--- src/task_unit_consts.svh ---
`ifndef TASK_UNIT_CONSTS_SVH
`define TASK_UNIT_CONSTS_SVH

// Queue holds 2**TQ_STAGES - 1 tasks
`define TQ_STAGES             4
`define TQ_DEPTH              ((1 << `TQ_STAGES) - 1)

`define TS_WIDTH              32
`define LOCALE_WIDTH          32
`define ARG_WIDTH             32
`define TTYPE_WIDTH           4
`define TTYPE_SPLITTER        4'hf

`define SPILL_FIFO_LOG_DEPTH  3
// One DEQ_MAX can be in flight at a time
`define SPILL_FIFO_HEADROOM   6

`define CFG_ADDR_WIDTH        4
`define CFG_DATA_WIDTH        32

`define ADDR_SPILL_THRESHOLD  4'h0
`define ADDR_SPILL_SIZE       4'h1
`define ADDR_START            4'h2
`define ADDR_THROTTLE_MARGIN  4'h3

`define RST_SPILL_THRESHOLD   4'd12
`define RST_SPILL_SIZE        4'd4
`define RST_THROTTLE_MARGIN   32'd0

`endif

--- src/unit_ctrl_pkg.sv ---
`include "task_unit_consts.svh"

package unit_ctrl_pkg;

   typedef enum logic [2:0] {
      NOP,
      ENQ,
      DEQ_MIN,
      REPLACE,
      DEQ_MAX
   } queue_op_t;

   typedef logic [`TQ_STAGES-1:0]      count_t;
   typedef logic [`CFG_ADDR_WIDTH-1:0] cfg_addr_t;
   typedef logic [`CFG_DATA_WIDTH-1:0] cfg_data_t;

endpackage

--- src/spill_controller.sv ---
`timescale 1ns/1ps
`include "task_unit_consts.svh"

module spill_controller
   import unit_ctrl_pkg::*;
(
   input  logic                         clk,
   input  logic                         rstn,
   input  logic                         almost_full,
   input  count_t                       spill_size,
   input  logic                         queue_ready,
   input  logic                         head_valid,
   input  logic                         insert_valid,
   input  logic                         head_taken,
   input  logic [`SPILL_FIFO_LOG_DEPTH:0] fifo_count,
   output queue_op_t                    op,
   output logic                         insert_take,
   output logic                         spilling
);

   count_t spill_cnt;

   assign spilling = (spill_cnt != '0);

   always_ff @(posedge clk) begin
      if (!rstn) begin
         spill_cnt <= '0;
      end else if (!spilling && almost_full) begin
         spill_cnt <= spill_size;
      end else if (op == DEQ_MAX) begin
         spill_cnt <= spill_cnt - 1'b1;
      end else if (spilling && !head_valid) begin
         // Queue ran dry before the spill finished
         spill_cnt <= '0;
      end
   end

   always_comb begin
      op          = NOP;
      insert_take = 1'b0;
      if (queue_ready) begin
         if (spilling) begin
            if ((fifo_count < `SPILL_FIFO_HEADROOM) && head_valid) begin
               op = DEQ_MAX;
            end
         end else if (insert_valid && head_taken) begin
            op          = REPLACE;
            insert_take = 1'b1;
         end else if (insert_valid) begin
            op          = ENQ;
            insert_take = 1'b1;
         end else if (head_taken) begin
            op = DEQ_MIN;
         end
      end
   end

endmodule

--- config.mk ---
export PLATFORM = sky130hd
export DESIGN_NAME = spill_controller
export DESIGN_NICKNAME = d
export VERILOG_FILES = /design/src/unit_ctrl_pkg.sv /design/src/spill_controller.sv
export VERILOG_INCLUDE_DIRS = /design/src /design/src/src
export SDC_FILE = /design/constraint.sdc
export NUM_CORES = 1
export LEC_CHECK = 0
export BUFFER_PORTS_ARGS = -buffer_cell sky130_fd_sc_hd__buf_2
export CAP_MARGIN = 20
export CORE_AREA = 2 2 39 41
export DETAILED_ROUTE_END_ITERATION = 8
export DIE_AREA = 0 0 41 43
export PLACE_DENSITY = 0.49
export SYNTH_ARGS = -nofsm -noshare
export SYNTH_HDL_FRONTEND = slang
export SYNTH_SLANG_ARGS = --single-unit
--- constraint.sdc ---
create_clock -name clk -period 4.3 [get_ports clk]
set_input_delay 1.29 -clock clk [delete_from_list [all_inputs] [get_ports clk]]
set_output_delay 1.29 -clock clk [all_outputs]
set_load 0.02 [all_outputs]
==> results of run 1 <==
power breakdown:
group          internal [mW]  switching (mW)  leakage (nW)
combinational         0.0617          0.0722         0.182
sequential            0.0474          0.0126        0.0328
clock                 0.0313          0.0161        0.0138
cell families (layout without fill, tap and decap cells):
group | count (synthesis) | in the layout | synth area share
compound gates | 9 | 9 | 0.1805
xor+xnor | 3 | 3 | 0.07583
fa+ha+maj | 2 | 2 | 0.07219
buf+inv | 6 | 25 | 0.09747
flops | 4 | 4 | 0.2311
mux | 1 | 1 | 0.04331
simple gates | 15 | 15 | 0.2996
layout make-up:
| cell class | instances | area share |
|---|---|---|
| multi-input combinational | 30 | 0.5054 |
| inverter | 4 | 0.03261 |
| sequential | 4 | 0.1739 |
| clock buffer | 3 | 0.04891 |
| tap | 16 | 0.04348 |
| timing repair buffer | 18 | 0.1957 |
per-stage QoR:
step	hold slack, ns	utilization	setup slack [ns]	std cells	total power, mW
after global routing	0.6362	0.3327	0.8154	75	0.2669
after detailed placement	0.5906	0.3165	0.8704	72	0.1952
after global placement	0.5864	0.3165	0.8692	72	0.1956
after floorplan	0.5501	-	1.154	40	0.1651
final	0.5928	0.3327	0.8804	75	0.2412
after CTS	0.5953	0.3327	0.8617	75	0.2452
metal layers:
metal	global-route usage	up-vias
met2	0.1375	17
met1	0.1214	136
met4	0.1000	0
li1	-	181
met3	0.01571	2
met5	0	-
how the worst max path moves through the flow:
stage	start	end	slack, ns	depth (start not counted)
floorplan	fifo_count[1]	op[2]	1.15	4
global placement	fifo_count[1]	op[2]	0.87	5
detailed placement	fifo_count[1]	op[2]	0.87	5
CTS	fifo_count[1]	op[2]	0.86	5
global route	fifo_count[1]	op[2]	0.82	5
finish	fifo_count[1]	op[2]	0.88	5
synth_stat cells:
| cell type | instances | area (sq um) |
|---|---|---|
| o21ai_2 | 1 | 8.760 |
| o32a_1 | 1 | 10.01 |
| and3_2 | 3 | 22.52 |
| mux2_4 | 1 | 15.01 |
| a21oi_2 | 1 | 8.760 |
| and3b_1 | 1 | 8.760 |
| buf_6 | 1 | 11.26 |
| inv_1 | 3 | 11.26 |
| buf_4 | 1 | 7.510 |
| ha_1 | 2 | 25.02 |
| xnor2_1 | 3 | 26.28 |
| inv_2 | 1 | 3.750 |
| o21a_1 | 1 | 7.510 |
| a21oi_1 | 2 | 10.01 |
| nor3_1 | 2 | 10.01 |
| o21ai_0 | 1 | 5.000 |
| nor3b_4 | 1 | 18.77 |
| nand3_2 | 1 | 10.01 |
| and4b_1 | 1 | 10.01 |
| nand3_1 | 1 | 5.000 |
| o22ai_1 | 2 | 12.51 |
| nand2_1 | 5 | 18.77 |
| dfxtp_1 | 4 | 80.08 |
critical path, delay by kind of cell:
family,cells,cell delay (ns)
AND/OR/NAND/NOR,3,0.59
buffers and inverters,2,0.24
==> impl_results.md, run 1 <==
- Status: finished, final reports clean
- Power Dens Cells: 523.8 nW/um^2
- Clock-pin slew on the worst setup and hold paths: 0.04 ns
- Htree depth: 1
- First-pass GRT wire length: 1152 microns
- Detailed Routing Iterations Pass 1: 3
- Top Metal Used: met4
- R2r endpoint: spill_cnt[2]$_SDFFE_PN0P_
- Critical-path top delay cell: and3b_1
- Routed length per instance: 9.893 microns
- Final WL: 742 microns
- Most common cell after layout, fill and taps aside: buf_2
- Setup TNS: 0 ns
- Max Cap Viol: 0
- HP Start: spill_cnt[0]$_SDFFE_PN0P_
- Startpoint class of the critical path: primary input
- Min-Delay Path Depth: 2
- Reg area: 80.08 sq um
- Met2 routed WL: 296 microns
- CP cell instances: buf_2 -> nand2_1 -> and3b_1 -> and3_2 -> buf_2
- Most flops, register: spill_cnt
- Post-Syn Nets: 57
- Io pins: 20
- Largest net degree at the start of global routing: 8
- Fmax: 292.4 MHz
- Post-CTS Resized: 0
- Port Buffers: 18
- CTS Buf Count: 3
- Final Slew Violations: 0
- GRT overflow: 0
- CTS tree: built
- Synth Area per Inst: 8.665 sq um
- Final hold violation count: 0
- Kind of end point of the critical path: primary output
- Period Utilization, post-route: 0.7953
- DR WL met3: 89 microns
- Area of the multi-input gates: 232.7 sq um
- Seq/Total Area, Yosys: 0.2310
- Number of global-route vias before repair: 303
- Initial antenna violation count: 0
- Worst r2r path cells: 7
- Yosys warning count: 0
- Clock root buffer: clkbuf_4
- WHS Endpoint: spill_cnt[0]$_SDFFE_PN0P_
- Final clock skew: 0.0002412 ns
- Initial Util: 0.2505
- Worst path max stage delay: 0.32 ns
- Clk sink count: 4
- Synth Cell Area: 346.6 sq um
- Setup CP Type: primary input to primary output
- Cell area after layout: 460.4 sq um
- Layout cell share with drive strength beyond 1: 0.5085
- Required time of the critical path: 3.01 ns
- Worst-Margin Slew: 0.2744 ns
- Distinct cell type count after synthesis: 23
- Post-route ant nets: 0
- # nets final: 78
- Endpoints failing setup: 0
- Post-DP HPWL: 600.5 microns
- Synth-to-Final Area Change: 32.85%
- Die W: 41 microns
- Peak supply drop: 174.9 uV
- Routed met1 length: 341 microns
- RR Startpoint: spill_cnt[0]$_SDFFE_PN0P_
- Final antenna diode count: 0
- Core area: 1384 sq um
- Regs by FF count: spill_cnt: 4 flops
- Clock latency on the worst-skew pair: 0.23 ns
- LEAKAGE: 0.2283 nW
- Gr usage total: 0.1002
- Cell mode on critical path: buf_2
- Die Y: 43 microns
- Largest fanout on the critical path: 5
- Site Rows: 14
- Most frequent cells in the layout: 18 x buf_2, 5 x nand2_1, 4 x dfxtp_1
- FILL cells: 155
- Worst hold path class: flop to flop
- Clock buffer depth: 2
- RSZ-0062 raised after global routing: false
- Drt via density: 4.480
- Max reg flops: 4
- Synth Register Bits: 4
- Vias: 336
- Die area: 1763 sq um
- Drt initial violations: 3
- Final Wtd Congestion: 0.6928
- Reg2reg setup slack: 2.87 ns
- DRC: 0
- Syn Inst Count: 40
- Cts hold-fix bufs: 0
- WP data arrival: 2.13 ns
- Post-CTS setup buffers: 0
- Post-DP Area: 437.9 sq um
- Slew headroom: 0.8171
- Final critical path time including I/O delays and setup: 3.420 ns
No activity file was read; power rests on OpenSTA's default activity.
==> inputs of run 2 (changes only) <==
Settings changed: PLACE_DENSITY 0.49 to 0.51.
Clock period 4.3 ns to 2.9 ns, I/O delays scaled along.
==> run 2 against run 1 <==
  * Routed wire length rose by 1.6%
  * Count of clock-buffer cells in the layout stayed put
  * Design area did not move
  * Via count grew 2.4%
  * Clock power grew 38%
  * Critical path type unchanged
  * Critical endpoint unchanged
  * Largest power group unchanged
  * Highest routed layer is now met3
==> impl_results.md, run 2 (synthesis results as in run 1) <==
- Status: finished, final reports clean (unchanged)
- Initial Util: 0.2505 (unchanged)
- Peak supply drop: 317.7 uV (was 174.9 uV)
- Setup TNS: 0 ns (unchanged)
- Most common cell after layout, fill and taps aside: buf_2 (unchanged)
- Number of global-route vias before repair: 310 (was 303)
- Largest net degree at the start of global routing: 8 (unchanged)
- Kind of end point of the critical path: primary output (unchanged)
- Final clock skew: 0.002300 ns (was 0.0002412 ns)
- Period Utilization, post-route: 0.8865
- Clock buffer depth: 2 (unchanged)
- Max reg flops: 4 (unchanged)
- Regs by FF count: spill_cnt: 4 flops (unchanged)
- # nets final: 78 (unchanged)
- Layout cell share with drive strength beyond 1: 0.5085 (unchanged)
- RR Startpoint: spill_cnt[0]$_SDFFE_PN0P_ (unchanged)
- CP cell instances: buf_2 -> nand2_1 -> and3b_1 -> and3_2 -> buf_2 (unchanged)
- Htree depth: 1 (unchanged)
- Most frequent cells in the layout: 18 x buf_2, 5 x nand2_1, 4 x dfxtp_1 (unchanged)
- CP bufs+invs: 2 (unchanged)
- Max Cap Viol: 0 (unchanged)
- Synth-to-Final Area Change: 32.85% (unchanged)
- Final antenna diode count: 0 (unchanged)
- Clock root buffer: clkbuf_4 (unchanged)
- CTS Buf Count: 3 (unchanged)
- Die area: 1763 sq um (unchanged)
- Worst-Margin Slew: 0.2627 ns (was 0.2744 ns)
- Min-Delay Path Depth: 2 (unchanged)
- Cell mode on critical path: buf_2 (unchanged)
- Final hold violation count: 0 (unchanged)
- Required time of the critical path: 2.03 ns (was 3.01 ns)
- Critical-path top delay cell: and3b_1 (unchanged)
- Initial antenna violation count: 0 (unchanged)
- Die Y: 43 microns (unchanged)
- Detailed Routing Iterations Pass 1: 4 (was 3)
- Startpoint class of the critical path: primary input (unchanged)
- HP Start: spill_cnt[0]$_SDFFE_PN0P_ (unchanged)
- FILL cells: 167 (was 155)
- R2r endpoint: spill_cnt[2]$_SDFFE_PN0P_ (unchanged)
- Routed length per instance: 10.05 microns (was 9.893 microns)
- Worst path max stage delay: 0.31 ns (was 0.32 ns)
- Core area: 1384 sq um (unchanged)
- Fmax: 389.0 MHz
- Most flops, register: spill_cnt (unchanged)
- First-pass GRT wire length: 1186 microns (was 1152 microns)
- Gr usage total: 0.1004 (was 0.1002)
- Final Slew Violations: 0 (unchanged)
- Clock latency on the worst-skew pair: 0.23 ns (about the same)
- Site Rows: 14 (unchanged)
- Drt via density: 4.587 (was 4.480)
- Post-CTS setup buffers: 0 (unchanged)
- Final core utilization: 0.3327 (unchanged)
- GRT overflow: 0 (unchanged)
- Port Buffers: 18 (unchanged)
- Io pins: 20 (unchanged)
- Post-DP HPWL: 622.4 microns (was 600.5 microns)
- Setup CP Type: primary input to primary output (unchanged)
- Final critical path time including I/O delays and setup: 2.571 ns
- Worst hold path class: flop to flop (unchanged)
- WP data arrival: 1.70 ns (was 2.13 ns)
- Vias: 344 (was 336)
- Die W: 41 microns (unchanged)
- Slew headroom: 0.8249 (was 0.8171)
- CTS tree: built (unchanged)
- Endpoints failing setup: 0 (unchanged)
- Drt initial violations: 14 (was 3)
- Crit path max-delay family: simple AND/OR/NAND/NOR gates (unchanged)
- Final WL: 754 microns (was 742 microns)
- Clk sink count: 4 (unchanged)
- Reg2reg setup slack: 1.46 ns (was 2.87 ns)
- Largest fanout on the critical path: 5 (unchanged)
- RSZ-0062 raised after global routing: false (unchanged)
- Post-CTS Resized: 0 (unchanged)
- Hold slack: 0.5895 ns (was 0.5928 ns)
- DRC: 0 (unchanged)
- WHS Endpoint: spill_cnt[0]$_SDFFE_PN0P_ (unchanged)
- Final Wtd Congestion: 0.6707 (was 0.6928)
- Clock-pin slew on the worst setup and hold paths: 0.03 ns (was 0.04 ns)
- Worst r2r path cells: 7 (unchanged)
- Post-route ant nets: 0 (unchanged)
- LEAKAGE: 0.2283 nW (unchanged)
- Cts hold-fix bufs: 0 (unchanged)
- Power Dens Cells: 769.3 nW/um^2 (was 523.8 nW/um^2)
==> run 2: cell counts in the layout (fill, tap and decap cells not counted) <==
No cell type changed its count.
==> run 2: worst max path at each step <==
stage                   from  cells past startpoint     to  slack [ns]
2_1_floorplan  fifo_count[1]                      4  op[2]        0.59
3_3_place_gp   fifo_count[1]                      5  op[2]        0.31
3_5_place_dp   fifo_count[1]                      5  op[2]        0.30
4_1_cts        fifo_count[1]                      5  op[2]        0.30
5_1_grt        fifo_count[1]                      5  op[2]        0.25
6_report       fifo_count[1]                      5  op[2]        0.33
==> run 2: metrics by stage <==
step                setup slack [ns]  cell area [sq um]  cells  power (mW)
finish                        0.3293              460.4     75      0.3542
global route                  0.2497              460.4     75      0.3865
CTS                           0.3021              460.4     75      0.3598
detailed placement            0.3024              437.9     72      0.2903
global placement              0.3133              437.9     72      0.2893
floorplan                     0.5942              346.6     40      0.2448
==> run 2: final cells by class <==
cell class,instances,area [sq um],share of cell area
inverters,4,15.01,0.03261
well taps,16,20.02,0.04348
clock buffers,3,22.52,0.04891
repair buffers,18,90.09,0.1957
multi-input cells,30,232.7,0.5054
flip-flops and latches,4,80.08,0.1739
==> run 2: layer usage <==
metal  vias up  track usage  wire length (microns)
li1        179            -                      -
met1       148       0.1254                    345
met2        17       0.1438                    326
met3         0      0.01571                     82
met4         0      0.08000                      0
met5         -            0                      0
==> run 2: worst reg2reg max path: cells and delay by family (launching register included) <==
| family | cells | cell delay [ns] |
|---|---|---|
| flip-flops | 1 | 0.35 |
| adder cells (fa/ha/maj) | 1 | 0.19 |
| AND/OR/NAND/NOR | 2 | 0.22 |
| buffers and inverters | 2 | 0.19 |
| AO/OA/AOI/OAI | 2 | 0.38 |
==> run 2: report_power, final <==
| group | total [mW] | internal, mW | leakage [nW] | switching (mW) |
|---|---|---|---|---|
| clock | 0.0654 | 0.0461 | 0.0138 | 0.0194 |
| combinational | 0.200 | 0.0916 | 0.182 | 0.109 |
| sequential | 0.0886 | 0.0703 | 0.0328 | 0.0183 |
| total | 0.354 | 0.208 | 0.228 | 0.146 |
==> inputs of run 3 (changes only) <==
Settings changed: PLACE_DENSITY 0.51 to 0.49.
Clock period 2.9 ns to 2.75 ns, I/O delays scaled along.
==> run 3 against run 2 <==
  * Sequential power is 5.4% higher
  * Register-to-register slack worse by 0.13 ns
  * Routed wire length is 3.8% lower
  * Global-route usage is 1.0 points lower
  * Total power is 5.1% higher
  * Clock skew is 0.0016 ns lower
  * Worst setup slack worse by 0.068 ns
  * Utilization stayed put
  * Clock power is 8.9% higher
  * Via count is 7.0% lower
  * Largest cell class unchanged
==> impl_results.md, run 3 (synthesis results as in run 1) <==
- Status: finished, final reports clean (unchanged)
- Setup TNS: 0 ns (unchanged)
- Worst-Margin Slew: 0.2748 ns (was 0.2627 ns)
- Fmax: 401.7 MHz
- Largest net degree at the start of global routing: 8 (unchanged)
- Final clock skew: 0.0006660 ns (was 0.002300 ns)
- Htree depth: 1 (unchanged)
- Io pins: 20 (unchanged)
- Setup crit end: op[2] (unchanged)
- Worst hold path class: flop to flop (unchanged)
- Clock root buffer: clkbuf_4 (unchanged)
- Site Rows: 14 (unchanged)
- Required time of the critical path: 1.93 ns (was 2.03 ns)
- Clock buffer depth: 2 (unchanged)
- Die area: 1763 sq um (unchanged)
- Synth-to-Final Area Change: 32.85% (unchanged)
- GRT overflow: 0 (unchanged)
- Peak supply drop: 305.6 uV (was 317.7 uV)
- Kind of end point of the critical path: primary output (unchanged)
- RSZ-0062 raised after global routing: false (unchanged)
- Cell mode on critical path: buf_2 (unchanged)
- Non-filler instance count after layout: 75 (unchanged)
- Most flops, register: spill_cnt (unchanged)
- Final WL: 725 microns (was 754 microns)
- RR Startpoint: spill_cnt[0]$_SDFFE_PN0P_ (unchanged)
- Vias: 320 (was 344)
- Slew headroom: 0.8168 (was 0.8249)
- Regs by FF count: spill_cnt: 4 flops (unchanged)
- Drt via density: 4.267 (was 4.587)
- Final Wtd Congestion: 0.6932 (was 0.6707)
- Worst r2r path cells: 7 (unchanged)
- CP Launch Point: fifo_count[1] (unchanged)
- Final Slew Violations: 0 (unchanged)
- Most common cell after layout, fill and taps aside: buf_2 (unchanged)
- Clk sink count: 4 (unchanged)
- LEAKAGE: 0.2283 nW (unchanged)
- Most frequent cells in the layout: 18 x buf_2, 5 x nand2_1, 4 x dfxtp_1 (unchanged)
- Detailed Routing Iterations Pass 1: 3 (was 4)
- Period Utilization, post-route: 0.9052
- CTS tree: built (unchanged)
- Die Y: 43 microns (unchanged)
- Critical-path top delay cell: and3b_1 (unchanged)
- Power Dens Cells: 808.3 nW/um^2 (was 769.3 nW/um^2)
- Gr usage total: 0.09027 (was 0.1004)
- # nets final: 78 (unchanged)
- Core area: 1384 sq um (unchanged)
- CP bufs+invs: 2 (unchanged)
- Routed length per instance: 9.667 microns (was 10.05 microns)
- Layout cell share with drive strength beyond 1: 0.5085 (unchanged)
- Worst path max stage delay: 0.32 ns (was 0.31 ns)
- Clock latency on the worst-skew pair: 0.23 ns (about the same)
- Post-CTS Resized: 0 (unchanged)
- Placed cells: 72 (unchanged)
- Startpoint class of the critical path: primary input (unchanged)
- Reg2reg setup slack: 1.33 ns (was 1.46 ns)
- Cts hold-fix bufs: 0 (unchanged)
- Die W: 41 microns (unchanged)
- Post-CTS setup buffers: 0 (unchanged)
- Post-DP HPWL: 599.7 microns (was 622.4 microns)
- R2r endpoint: spill_cnt[2]$_SDFFE_PN0P_ (unchanged)
- Initial Util: 0.2505 (unchanged)
- DRC: 0 (unchanged)
- Crit path max-delay family: simple AND/OR/NAND/NOR gates (unchanged)
- Number of global-route vias before repair: 264 (was 310)
- Setup CP Type: primary input to primary output (unchanged)
- Final antenna diode count: 0 (unchanged)
- Levels on crit path: 5 (unchanged)
- Clock-pin slew on the worst setup and hold paths: 0.04 ns (was 0.03 ns)
- Post-route ant nets: 0 (unchanged)
- Endpoints failing setup: 0 (unchanged)
- Drt initial violations: 1 (was 14)
- First-pass GRT wire length: 1014 microns (was 1186 microns)
- Largest fanout on the critical path: 5 (unchanged)
- Final critical path time including I/O delays and setup: 2.489 ns
- Max reg flops: 4 (unchanged)
- WP data arrival: 1.66 ns (was 1.70 ns)
- Max Cap Viol: 0 (unchanged)
- CTS Buf Count: 3 (unchanged)
- Final hold violation count: 0 (unchanged)
- CP cell instances: buf_2 -> nand2_1 -> and3b_1 -> and3_2 -> buf_2 (unchanged)
- Initial antenna violation count: 0 (unchanged)
- Hold slack: 0.5954 ns (was 0.5895 ns)
- Port Buffers: 18 (unchanged)
run 3: cell counts in the layout (fill, tap and decap cells not counted):
Identical to the previous run, type by type.
run 3: worst min-delay path, stage by stage, from the launching register on:
cell	delay (ns)
dfxtp_1	0.32
xnor2_1	0.15
o22ai_1	0.07
run 3: final cells by class:
class                           count  area (sq um)
Clock buffer                        3         22.52
Fill cell                         161         923.4
Inverter                            4         15.01
Multi-Input combinational cell     30         232.7
Sequential cell                     4         80.08
Tap cell                           16         20.02
Timing Repair Buffer               18         90.09
run 3: how the worst min path moves through the flow:
stage | from | end | slack [ns] | cells after the start
after floorplan | spill_cnt[0]$_SDFFE_PN0P_ | spill_cnt[0]$_SDFFE_PN0P_ | 0.55 | 2
after global placement | spill_cnt[0]$_SDFFE_PN0P_ | spill_cnt[0]$_SDFFE_PN0P_ | 0.59 | 2
after detailed placement | spill_cnt[0]$_SDFFE_PN0P_ | spill_cnt[0]$_SDFFE_PN0P_ | 0.59 | 2
after CTS | spill_cnt[0]$_SDFFE_PN0P_ | spill_cnt[0]$_SDFFE_PN0P_ | 0.60 | 2
after global routing | spill_cnt[0]$_SDFFE_PN0P_ | spill_cnt[0]$_SDFFE_PN0P_ | 0.62 | 2
final | spill_cnt[0]$_SDFFE_PN0P_ | spill_cnt[0]$_SDFFE_PN0P_ | 0.60 | 2
run 3: stage by stage:
stage            util  area, sq um  setup WS [ns]  total power, mW
6_report       0.3327        460.4         0.2608           0.3722
5_1_grt        0.3327        460.4         0.1969           0.4102
4_1_cts        0.3327        460.4         0.2453           0.3793
3_5_place_dp   0.3165        437.9         0.2530           0.3042
3_3_place_gp   0.3165        437.9         0.2500           0.3057
2_1_floorplan       -        346.6         0.5342           0.2581
run 3: metal layers:
| layer | vias to the layer above | wire (microns) | track usage |
|---|---|---|---|
| met5 | - | 0 | 0 |
| met3 | 0 | 75 | 0.01571 |
| met1 | 126 | 359 | 0.1218 |
| li1 | 179 | - | - |
| met2 | 15 | 290 | 0.1063 |
| met4 | 0 | 0 | 0.1000 |
run 3: where the power goes:
part	internal (mW)	switching, mW	total [mW]	leakage [nW]
clock	0.0487	0.0225	0.0712	0.0138
sequential	0.0741	0.0192	0.0934	0.0328
combinational	0.0968	0.111	0.208	0.182
